[src/interco_macros.svh]
// Fixed sizing of the read interconnect, included by the package and by RTL that needs counts
`ifndef INTERCO_MACROS_SVH
`define INTERCO_MACROS_SVH

// Tree shape
`define NUM_SLV_PORTS 4
`define RADIX 2
`define NUM_NODES 2

// Bus widths
`define ADDR_WIDTH 32
`define DATA_WIDTH 32

// ID widths along the path
`define SLV_ID_WIDTH 2
// Slave ID plus one port-select bit
`define NODE_ID_WIDTH 3
// Node ID plus one node-select bit
`define ROOT_ID_WIDTH 4
`define MST_ID_WIDTH 2

// Master ID pool, also the outstanding read limit
`define ID_POOL_DEPTH 4

`endif

[src/interco_pkg.sv]
// Shared bus and ID types for the read interconnect, imported by every RTL block
`include "interco_macros.svh"

package interco_pkg;

  typedef logic [`ADDR_WIDTH-1:0]   addr_t;
  typedef logic [`DATA_WIDTH-1:0]   data_t;
  typedef logic [`SLV_ID_WIDTH-1:0] slv_id_t;
  typedef logic [`MST_ID_WIDTH-1:0] mst_id_t;

  ////////////////////////////////////////
  // Node level ID
  ////////////////////////////////////////

  // Port select sits above the core's own ID
  typedef struct packed {
    logic    port_sel;
    slv_id_t slv_id;
  } node_id_s;

  typedef union packed {
    logic [`NODE_ID_WIDTH-1:0] raw;
    node_id_s                  fields;
  } node_id_u;

  ////////////////////////////////////////
  // Root level ID
  ////////////////////////////////////////

  typedef struct packed {
    logic     node_sel;
    node_id_u node_id;
  } root_id_s;

  // Raw form goes into the remap table
  typedef union packed {
    logic [`ROOT_ID_WIDTH-1:0] raw;
    root_id_s                  fields;
  } root_id_u;

endpackage

[src/rd_chan_if.sv]
// One read address channel plus its read-data channel, used between interconnect stages
interface rd_chan_if import interco_pkg::*; ();

  // Address channel
  logic     ar_valid;
  logic     ar_ready;
  addr_t    ar_addr;
  node_id_u ar_id;

  // Read-data channel
  logic     r_valid;
  logic     r_ready;
  data_t    r_data;
  node_id_u r_id;

  // Requesting side
  modport mst (
    output ar_valid,
    output ar_addr,
    output ar_id,
    output r_ready,
    input  ar_ready,
    input  r_valid,
    input  r_data,
    input  r_id
  );

  // Responding side
  modport slv (
    input  ar_valid,
    input  ar_addr,
    input  ar_id,
    input  r_ready,
    output ar_ready,
    output r_valid,
    output r_data,
    output r_id
  );

endinterface

[src/hier_interco_top.sv]
// Top of the read interconnect, joining the spill stage, the mux nodes and the root remapper
`include "interco_macros.svh"

module hier_interco_top import interco_pkg::*; (
  input  logic                         clk_i,
  input  logic                         rst_n_i,
  // Core side
  input  logic    [`NUM_SLV_PORTS-1:0] slv_ar_valid_i,
  input  addr_t   [`NUM_SLV_PORTS-1:0] slv_ar_addr_i,
  input  slv_id_t [`NUM_SLV_PORTS-1:0] slv_ar_id_i,
  input  logic    [`NUM_SLV_PORTS-1:0] slv_r_ready_i,
  output logic    [`NUM_SLV_PORTS-1:0] slv_ar_ready_o,
  output logic    [`NUM_SLV_PORTS-1:0] slv_r_valid_o,
  output data_t   [`NUM_SLV_PORTS-1:0] slv_r_data_o,
  output slv_id_t [`NUM_SLV_PORTS-1:0] slv_r_id_o,
  // Memory side
  output logic                         mst_ar_valid_o,
  output addr_t                        mst_ar_addr_o,
  output mst_id_t                      mst_ar_id_o,
  output logic                         mst_r_ready_o,
  input  logic                         mst_ar_ready_i,
  input  logic                         mst_r_valid_i,
  input  data_t                        mst_r_data_i,
  input  mst_id_t                      mst_r_id_i
);

  // Per-core channels after the spill registers
  rd_chan_if port_if [`NUM_SLV_PORTS] ();
  // One channel per node output
  rd_chan_if node_if [`NUM_NODES] ();

  slv_port_spill u_slv_port_spill (
    .clk_i          (clk_i),
    .rst_n_i        (rst_n_i),
    .slv_ar_valid_i (slv_ar_valid_i),
    .slv_ar_addr_i  (slv_ar_addr_i),
    .slv_ar_id_i    (slv_ar_id_i),
    .slv_r_ready_i  (slv_r_ready_i),
    .slv_ar_ready_o (slv_ar_ready_o),
    .slv_r_valid_o  (slv_r_valid_o),
    .slv_r_data_o   (slv_r_data_o),
    .slv_r_id_o     (slv_r_id_o),
    .ports_o        (port_if)
  );

  ////////////////////////////////////////
  // Node level
  ////////////////////////////////////////

  // Each node serves RADIX neighbouring ports
  for (genvar n = 0; n < `NUM_NODES; n++) begin : gen_node
    rd_mux_node u_rd_mux_node (
      .clk_i   (clk_i),
      .rst_n_i (rst_n_i),
      .in_a_i  (port_if[n * `RADIX]),
      .in_b_i  (port_if[n * `RADIX + 1]),
      .out_o   (node_if[n])
    );
  end

  ////////////////////////////////////////
  // Root
  ////////////////////////////////////////

  root_id_remap u_root_id_remap (
    .clk_i          (clk_i),
    .rst_n_i        (rst_n_i),
    .node_a_i       (node_if[0]),
    .node_b_i       (node_if[1]),
    .mst_ar_valid_o (mst_ar_valid_o),
    .mst_ar_addr_o  (mst_ar_addr_o),
    .mst_ar_id_o    (mst_ar_id_o),
    .mst_r_ready_o  (mst_r_ready_o),
    .mst_ar_ready_i (mst_ar_ready_i),
    .mst_r_valid_i  (mst_r_valid_i),
    .mst_r_data_i   (mst_r_data_i),
    .mst_r_id_i     (mst_r_id_i)
  );

endmodule

[src/rd_mux_node.sv]
// Two-input read mux node, tags each request with its input index and steers responses back
module rd_mux_node import interco_pkg::*; (
  input  logic   clk_i,
  input  logic   rst_n_i,
  rd_chan_if.slv in_a_i,
  rd_chan_if.slv in_b_i,
  rd_chan_if.mst out_o
);

  logic     out_full_q;
  addr_t    out_addr_q;
  node_id_u out_id_q;
  // Low means input A wins a tie
  logic     rr_q;

  logic     can_accept;
  logic     grant_a;
  logic     grant_b;
  addr_t    req_addr;
  node_id_u req_id;
  node_id_u rsp_id;
  logic     rsp_sel;

  ////////////////////////////////////////
  // Address channel
  ////////////////////////////////////////

  assign can_accept = !out_full_q || out_o.ar_ready;

  assign grant_a = can_accept && in_a_i.ar_valid && (!in_b_i.ar_valid || !rr_q);
  assign grant_b = can_accept && in_b_i.ar_valid && (!in_a_i.ar_valid || rr_q);

  assign in_a_i.ar_ready = grant_a;
  assign in_b_i.ar_ready = grant_b;

  // Prepend the winning index to the core ID
  always_comb begin
    req_id.fields.port_sel = grant_b;
    if (grant_b) begin
      req_addr             = in_b_i.ar_addr;
      req_id.fields.slv_id = in_b_i.ar_id.fields.slv_id;
    end else begin
      req_addr             = in_a_i.ar_addr;
      req_id.fields.slv_id = in_a_i.ar_id.fields.slv_id;
    end
  end

  always_ff @(posedge clk_i) begin
    if (!rst_n_i) begin
      out_full_q <= 1'b0;
      rr_q       <= 1'b0;
    end else begin
      if (grant_a || grant_b) begin
        out_full_q <= 1'b1;
        // Other input gets priority next time
        rr_q       <= grant_a;
      end else if (out_o.ar_ready) begin
        out_full_q <= 1'b0;
      end
    end
  end

  always_ff @(posedge clk_i) begin
    if (grant_a || grant_b) begin
      out_addr_q <= req_addr;
      out_id_q   <= req_id;
    end
  end

  assign out_o.ar_valid = out_full_q;
  assign out_o.ar_addr  = out_addr_q;
  assign out_o.ar_id    = out_id_q;

  ////////////////////////////////////////
  // Read-data channel
  ////////////////////////////////////////

  assign rsp_sel = out_o.r_id.fields.port_sel;

  // Strip the select bit before handing the ID back
  always_comb begin
    rsp_id.fields.port_sel = 1'b0;
    rsp_id.fields.slv_id   = out_o.r_id.fields.slv_id;
  end

  assign in_a_i.r_valid = out_o.r_valid && !rsp_sel;
  assign in_b_i.r_valid = out_o.r_valid && rsp_sel;
  assign in_a_i.r_data  = out_o.r_data;
  assign in_b_i.r_data  = out_o.r_data;
  assign in_a_i.r_id    = rsp_id;
  assign in_b_i.r_id    = rsp_id;

  assign out_o.r_ready = rsp_sel ? in_b_i.r_ready : in_a_i.r_ready;

endmodule

[src/root_id_remap.sv]
// Root stage that arbitrates the nodes and maps their wide IDs onto the small master ID pool
`include "interco_macros.svh"

module root_id_remap import interco_pkg::*; (
  input  logic    clk_i,
  input  logic    rst_n_i,
  rd_chan_if.slv  node_a_i,
  rd_chan_if.slv  node_b_i,
  output logic    mst_ar_valid_o,
  output addr_t   mst_ar_addr_o,
  output mst_id_t mst_ar_id_o,
  output logic    mst_r_ready_o,
  input  logic    mst_ar_ready_i,
  input  logic    mst_r_valid_i,
  input  data_t   mst_r_data_i,
  input  mst_id_t mst_r_id_i
);

  // Address register
  logic     ar_full_q;
  addr_t    ar_addr_q;
  mst_id_t  ar_id_q;
  logic     rr_q;

  // ID pool, one bit per master ID, high when free
  logic [`ID_POOL_DEPTH-1:0] id_free_q;
  logic [`ID_POOL_DEPTH-1:0] id_free_d;
  root_id_u                  id_table_q [`ID_POOL_DEPTH];
  mst_id_t                   free_id;
  logic                      id_avail;

  logic     can_accept;
  logic     grant_a;
  logic     grant_b;
  addr_t    req_addr;
  root_id_u req_id;

  // Response register
  logic     r_full_q;
  data_t    r_data_q;
  root_id_u r_id_q;
  logic     rsp_ready;
  logic     mst_r_fire;

  ////////////////////////////////////////
  // ID allocation
  ////////////////////////////////////////

  // Lowest free ID wins
  always_comb begin
    free_id = '0;
    for (int k = `ID_POOL_DEPTH - 1; k >= 0; k--) begin
      if (id_free_q[k]) begin
        free_id = mst_id_t'(k);
      end
    end
  end

  assign id_avail = |id_free_q;

  always_comb begin
    id_free_d = id_free_q;
    if (grant_a || grant_b) begin
      id_free_d[free_id] = 1'b0;
    end
    if (mst_r_fire) begin
      id_free_d[mst_r_id_i] = 1'b1;
    end
  end

  ////////////////////////////////////////
  // Address channel
  ////////////////////////////////////////

  // Stall the nodes while the pool is empty
  assign can_accept = id_avail && (!ar_full_q || mst_ar_ready_i);

  assign grant_a = can_accept && node_a_i.ar_valid && (!node_b_i.ar_valid || !rr_q);
  assign grant_b = can_accept && node_b_i.ar_valid && (!node_a_i.ar_valid || rr_q);

  assign node_a_i.ar_ready = grant_a;
  assign node_b_i.ar_ready = grant_b;

  assign req_addr   = grant_b ? node_b_i.ar_addr : node_a_i.ar_addr;
  assign req_id.raw = {grant_b, grant_b ? node_b_i.ar_id.raw : node_a_i.ar_id.raw};

  assign mst_ar_valid_o = ar_full_q;
  assign mst_ar_addr_o  = ar_addr_q;
  assign mst_ar_id_o    = ar_id_q;

  ////////////////////////////////////////
  // Read-data channel
  ////////////////////////////////////////

  assign rsp_ready     = r_id_q.fields.node_sel ? node_b_i.r_ready : node_a_i.r_ready;
  assign mst_r_ready_o = !r_full_q || rsp_ready;
  assign mst_r_fire    = mst_r_valid_i && mst_r_ready_o;

  assign node_a_i.r_valid = r_full_q && !r_id_q.fields.node_sel;
  assign node_b_i.r_valid = r_full_q && r_id_q.fields.node_sel;
  assign node_a_i.r_data  = r_data_q;
  assign node_b_i.r_data  = r_data_q;
  assign node_a_i.r_id    = r_id_q.fields.node_id;
  assign node_b_i.r_id    = r_id_q.fields.node_id;

  always_ff @(posedge clk_i) begin
    if (!rst_n_i) begin
      ar_full_q <= 1'b0;
      rr_q      <= 1'b0;
      id_free_q <= '1;
      r_full_q  <= 1'b0;
    end else begin
      id_free_q <= id_free_d;
      if (grant_a || grant_b) begin
        ar_full_q <= 1'b1;
        rr_q      <= grant_a;
      end else if (mst_ar_ready_i) begin
        ar_full_q <= 1'b0;
      end
      if (mst_r_fire) begin
        r_full_q <= 1'b1;
      end else if (rsp_ready) begin
        r_full_q <= 1'b0;
      end
    end
  end

  // Table holds the original wide ID per master ID
  always_ff @(posedge clk_i) begin
    if (grant_a || grant_b) begin
      ar_addr_q           <= req_addr;
      ar_id_q             <= free_id;
      id_table_q[free_id] <= req_id;
    end
    if (mst_r_fire) begin
      r_data_q <= mst_r_data_i;
      r_id_q   <= id_table_q[mst_r_id_i];
    end
  end

endmodule

[src/slv_port_spill.sv]
// Input stage that registers each core's read request and turns flat ports into interfaces
`include "interco_macros.svh"

module slv_port_spill import interco_pkg::*; (
  input  logic                                clk_i,
  input  logic                                rst_n_i,
  input  logic    [`NUM_SLV_PORTS-1:0]        slv_ar_valid_i,
  input  addr_t   [`NUM_SLV_PORTS-1:0]        slv_ar_addr_i,
  input  slv_id_t [`NUM_SLV_PORTS-1:0]        slv_ar_id_i,
  input  logic    [`NUM_SLV_PORTS-1:0]        slv_r_ready_i,
  output logic    [`NUM_SLV_PORTS-1:0]        slv_ar_ready_o,
  output logic    [`NUM_SLV_PORTS-1:0]        slv_r_valid_o,
  output data_t   [`NUM_SLV_PORTS-1:0]        slv_r_data_o,
  output slv_id_t [`NUM_SLV_PORTS-1:0]        slv_r_id_o,
  rd_chan_if.mst                              ports_o [`NUM_SLV_PORTS]
);

  for (genvar i = 0; i < `NUM_SLV_PORTS; i++) begin : gen_port
    logic    full_q;
    addr_t   addr_q;
    slv_id_t id_q;
    logic    accept;

    // Free slot, or the held request leaves this cycle
    assign slv_ar_ready_o[i] = !full_q || ports_o[i].ar_ready;
    assign accept            = slv_ar_valid_i[i] && slv_ar_ready_o[i];

    always_ff @(posedge clk_i) begin
      if (!rst_n_i) begin
        full_q <= 1'b0;
      end else if (accept) begin
        full_q <= 1'b1;
      end else if (ports_o[i].ar_ready) begin
        full_q <= 1'b0;
      end
    end

    always_ff @(posedge clk_i) begin
      if (accept) begin
        addr_q <= slv_ar_addr_i[i];
        id_q   <= slv_ar_id_i[i];
      end
    end

    assign ports_o[i].ar_valid = full_q;
    assign ports_o[i].ar_addr  = addr_q;
    // Zero-extend the core ID into the node-wide field
    assign ports_o[i].ar_id.raw = {{(`NODE_ID_WIDTH - `SLV_ID_WIDTH){1'b0}}, id_q};

    // Responses pass straight through
    assign slv_r_valid_o[i]   = ports_o[i].r_valid;
    assign slv_r_data_o[i]    = ports_o[i].r_data;
    assign slv_r_id_o[i]      = ports_o[i].r_id.fields.slv_id;
    assign ports_o[i].r_ready = slv_r_ready_i[i];
  end

endmodule
[config.mk]
export PLATFORM = sky130hd
export DESIGN_NAME = hier_interco_top
export DESIGN_NICKNAME = d
export VERILOG_FILES = /design/src/interco_pkg.sv /design/src/rd_chan_if.sv /design/src/hier_interco_top.sv /design/src/rd_mux_node.sv /design/src/root_id_remap.sv /design/src/slv_port_spill.sv
export VERILOG_INCLUDE_DIRS = /design/src /design/src/src
export SDC_FILE = /design/constraint.sdc
export NUM_CORES = 1
export LEC_CHECK = 0
export BUFFER_PORTS_ARGS = -buffer_cell sky130_fd_sc_hd__buf_2
export CORE_ASPECT_RATIO = 1.75
export CORE_UTILIZATION = 51
export DETAILED_ROUTE_END_ITERATION = 8
export GPL_TIMING_DRIVEN = 0
export PLACE_DENSITY_LB_ADDON = 0.3
export SETUP_SLACK_MARGIN = 0.4
export SYNTH_ARGS = -nofsm -noshare
export SYNTH_HDL_FRONTEND = slang
export SYNTH_SLANG_ARGS = --single-unit
[constraint.sdc]
create_clock -name clk_i -period 4.2 [get_ports clk_i]
set_input_delay 0.84 -clock clk_i [delete_from_list [all_inputs] [get_ports clk_i]]
set_output_delay 0.84 -clock clk_i [all_outputs]
set_load 0.01 [all_outputs]
==> flow_metrics.env <==
export IMPL_min_path_type="in -> reg"
export IMPL_crit_buf_inv=1
export IMPL_synth_top_area_cell="edfxtp_1"
export IMPL_die_x_um=117
export IMPL_cts_resized=0
export IMPL_worst_setup_path_end_kind="output port"
export IMPL_hp_start="slv_ar_addr_i[24]"
export IMPL_maxCapViolCount=0
export IMPL_dieArea_um2=23900
export IMPL_start_kind="flop"
export IMPL_core_um2=22700
export IMPL_wl_met3_mm=1.87
export IMPL_cts_setup_buffers=0
export IMPL_max_freq_mhz=343
export IMPL_finalInstanceArea_um2=15000
export IMPL_ys_seq_area_frac=0.766
export IMPL_clk_pin_slew_worst_paths_ps=70
export IMPL_synth_area_leaders="edfxtp_1 (74%), mux2_2 (8.2%), buf_4 (7.0%), dfxtp_1 (2.5%), mux2_4 (1.8%)"
export IMPL_crit_path_top_delay_cell="mux4_2"
export IMPL_fin_crit_sh=0.694
export IMPL_setup_tns_ps=0
export IMPL_arrival_ps=2080
export IMPL_power_w=0.00681
export IMPL_ir_worst_vdd_mv=0.405
export IMPL_ioPinCount=362
export IMPL_first_iter_violations=220
export IMPL_num_antenna_cells=0
export IMPL_numCtsBuffers=27
export IMPL_slew_viol_final=0
export IMPL_cts_tree="yes"
export IMPL_fin_nets=1198
export IMPL_hold_buffers=0
export IMPL_netlist_instances=620
export IMPL_worstMarginPinSlew_ps=865
export IMPL_path_delay_family="multiplexers"
export IMPL_fillers=1579
export IMPL_gr_usage_all_layers=0.200
export IMPL_cts_sinks=307
export IMPL_async_flop_share=0
export IMPL_dr_total_vias=6425
export IMPL_crit_type="reg -> out"
export IMPL_wl_mm=24.0
export IMPL_slowest_delay_ps=600
export IMPL_synth_nets=802
export IMPL_initial_core_util=0.521
export IMPL_cp_max_fo=5
export IMPL_cp_required_ps=3360
export IMPL_syn_to_final_growth_pct=27.1
export IMPL_rsz0062_at_grt="no"
export IMPL_layout_drive_gt1_share=0.621
export IMPL_fin_crit_ps=2920
export IMPL_setup_violations=0
export IMPL_cts_max_level=1
export IMPL_netlist_area_um2=11800
export IMPL_rows=73
export IMPL_highest_layer="met4"
export IMPL_layout_area_seq_um2=9070
export IMPL_antenna_found_initial=1
export IMPL_layout_commonest_cell="buf_2"
export IMPL_timing_rr_start="u_root_id_remap.r_id_q[2]"
export IMPL_clockRootBuffer="clkbuf_16"
export IMPL_p_leak_nw=6.18
export IMPL_synth_top_area_share=0.741
export IMPL_gp_congestion=0.769
export IMPL_yosysWarningCount=0
export IMPL_setup_worst_path_start="u_root_id_remap.r_id_q[2]"
export IMPL_layout_common_cells="buf_2 (360), edfxtp_1 (292), buf_4 (111), mux2_2 (86), clkbuf_16 (27)"
export IMPL_drtAntennaViolNets=0
export IMPL_port_buffers=359
export IMPL_avgViaCountPerCell=4.81
export IMPL_p_per_area_nw_per_um2=453
export IMPL_place_area_um2=14200
export IMPL_drt_pass1_iterations=4
export IMPL_clockBufferDepth=3
export IMPL_grt_max_degree=37
export IMPL_multiInputGateArea_um2=1810
export IMPL_ys_ff_latch=307
export IMPL_dp_hpwl_mm=17.7
export IMPL_wl_met2_mm=13.4
export IMPL_finClkSkew_ps=9.44
export IMPL_utilization=0.662
export IMPL_route_detailed_drc=0
export IMPL_whs_ps=469
export IMPL_synth_edff_count=292
export IMPL_clock_latency_ps=540
export IMPL_wire_per_inst_um=18.0
export IMPL_grt_pass1_vias=6373
export IMPL_grt_overflow_total=0
export IMPL_wl_met1_mm=8.22
export IMPL_slew_headroom=0.419
export IMPL_status="completed"
export IMPL_grt_pass1_wl_mm=34.0
export IMPL_synth_distinct_cells=37
export IMPL_hold_viol_final=0
export IMPL_fp_dieH_um=204
export IMPL_synth_top_flop_cell="edfxtp_1"
export IMPL_crit_chain="mux4_2, nand2b_1, buf_2"
export IMPL_avgSynthCellArea_um2=19.1
-- through the flow --
step           setup slack (ps)  cells
3_3_place_gp               -426   1279
5_1_grt                    1210   1336
4_1_cts                    1250   1335
6_report                   1280   1336
2_1_floorplan               953    620
3_5_place_dp               1240   1286
-- sequential cells by signal, indices dropped and copies added (netlist names), 2 cells and up --
register,cells
gen_node.u_rd_mux_node.out_o.ar_addr,64
gen_node.u_rd_mux_node.out_o.ar_id,6
gen_node.u_rd_mux_node.out_o.ar_valid,2
gen_node.u_rd_mux_node.rr_q,2
u_root_id_remap.id_free_q,4
u_root_id_remap.id_table_q,16
u_root_id_remap.mst_ar_addr_o,32
u_root_id_remap.mst_ar_id_o,2
u_root_id_remap.node_a_i.r_data,32
u_root_id_remap.r_id_q,4
u_slv_port_spill.gen_port.id_q,8
u_slv_port_spill.ports_o.ar_addr,128
u_slv_port_spill.ports_o.ar_valid,4
-- Yosys cell counts, drive strengths merged, types with 2 or more instances --
| cell | number |
|---|---|
| edfxtp | 292 |
| buf | 120 |
| mux2 | 103 |
| dfxtp | 15 |
| inv | 14 |
| nor2 | 10 |
| a21boi | 8 |
| and2 | 7 |
| o21ai | 6 |
| mux4 | 5 |
| nand2 | 5 |
| and3 | 3 |
| nand2b | 3 |
| nor2b | 3 |
| nor3 | 3 |
| o21a | 3 |
| o311ai | 3 |
| o31a | 3 |
| a21oi | 2 |
| clkbuf | 2 |
-- final timing paths --
check	end	slack, ps	depth (start not counted)
max	mst_r_ready_o	1280	3
min	u_slv_port_spill.ports_o[0].ar_addr[24]	470	1
max reg2reg	u_root_id_remap.node_a_i.r_data[13]	1470	5
min reg2reg	gen_node[0].u_rd_mux_node.rr_q	510	2
-- area by class of cell --
cell class,instances,area share
sequential,307,0.603
buffer,122,0.0617
timing repair buffer,367,0.132
clock inverter,16,0.00890
inverter,14,0.00349
tap,300,0.0249
clock buffer,33,0.0464
multi-input combinational,177,0.120
-- worst reg2reg max path, cell delays in order, from the launching register on --
cell      delay (ps)
edfxtp_1         540
mux4_2           600
nand2b_1         230
nand2_1          170
clkinv_1         550
buf_16           390
-- power by group --
part / switching (W) / leakage (nW) / internal, W / total, W
clock: 0.00103 / 0.407 / 0.00131 / 0.00234
combinational: 0.000366 / 2.82 / 0.000385 / 0.000751
sequential: 0.0000840 / 2.95 / 0.00364 / 0.00373
-- cells by family (layout without fill, tap and decap cells) --
logic type	count (synthesis)	in the layout	synth area share
compound gates	30	30	0.0196
buf+inv	136	552	0.0828
flops	307	307	0.766
mux	108	108	0.112
simple gates	39	39	0.0198
-- routing by layer --
layer	vias to the layer above	global-route usage
li1	3018	-
met5	-	0
met3	29	0.0520
met2	295	0.392
met4	0	0.0646
met1	3083	0.196
(Power assumes the default switching activity.)
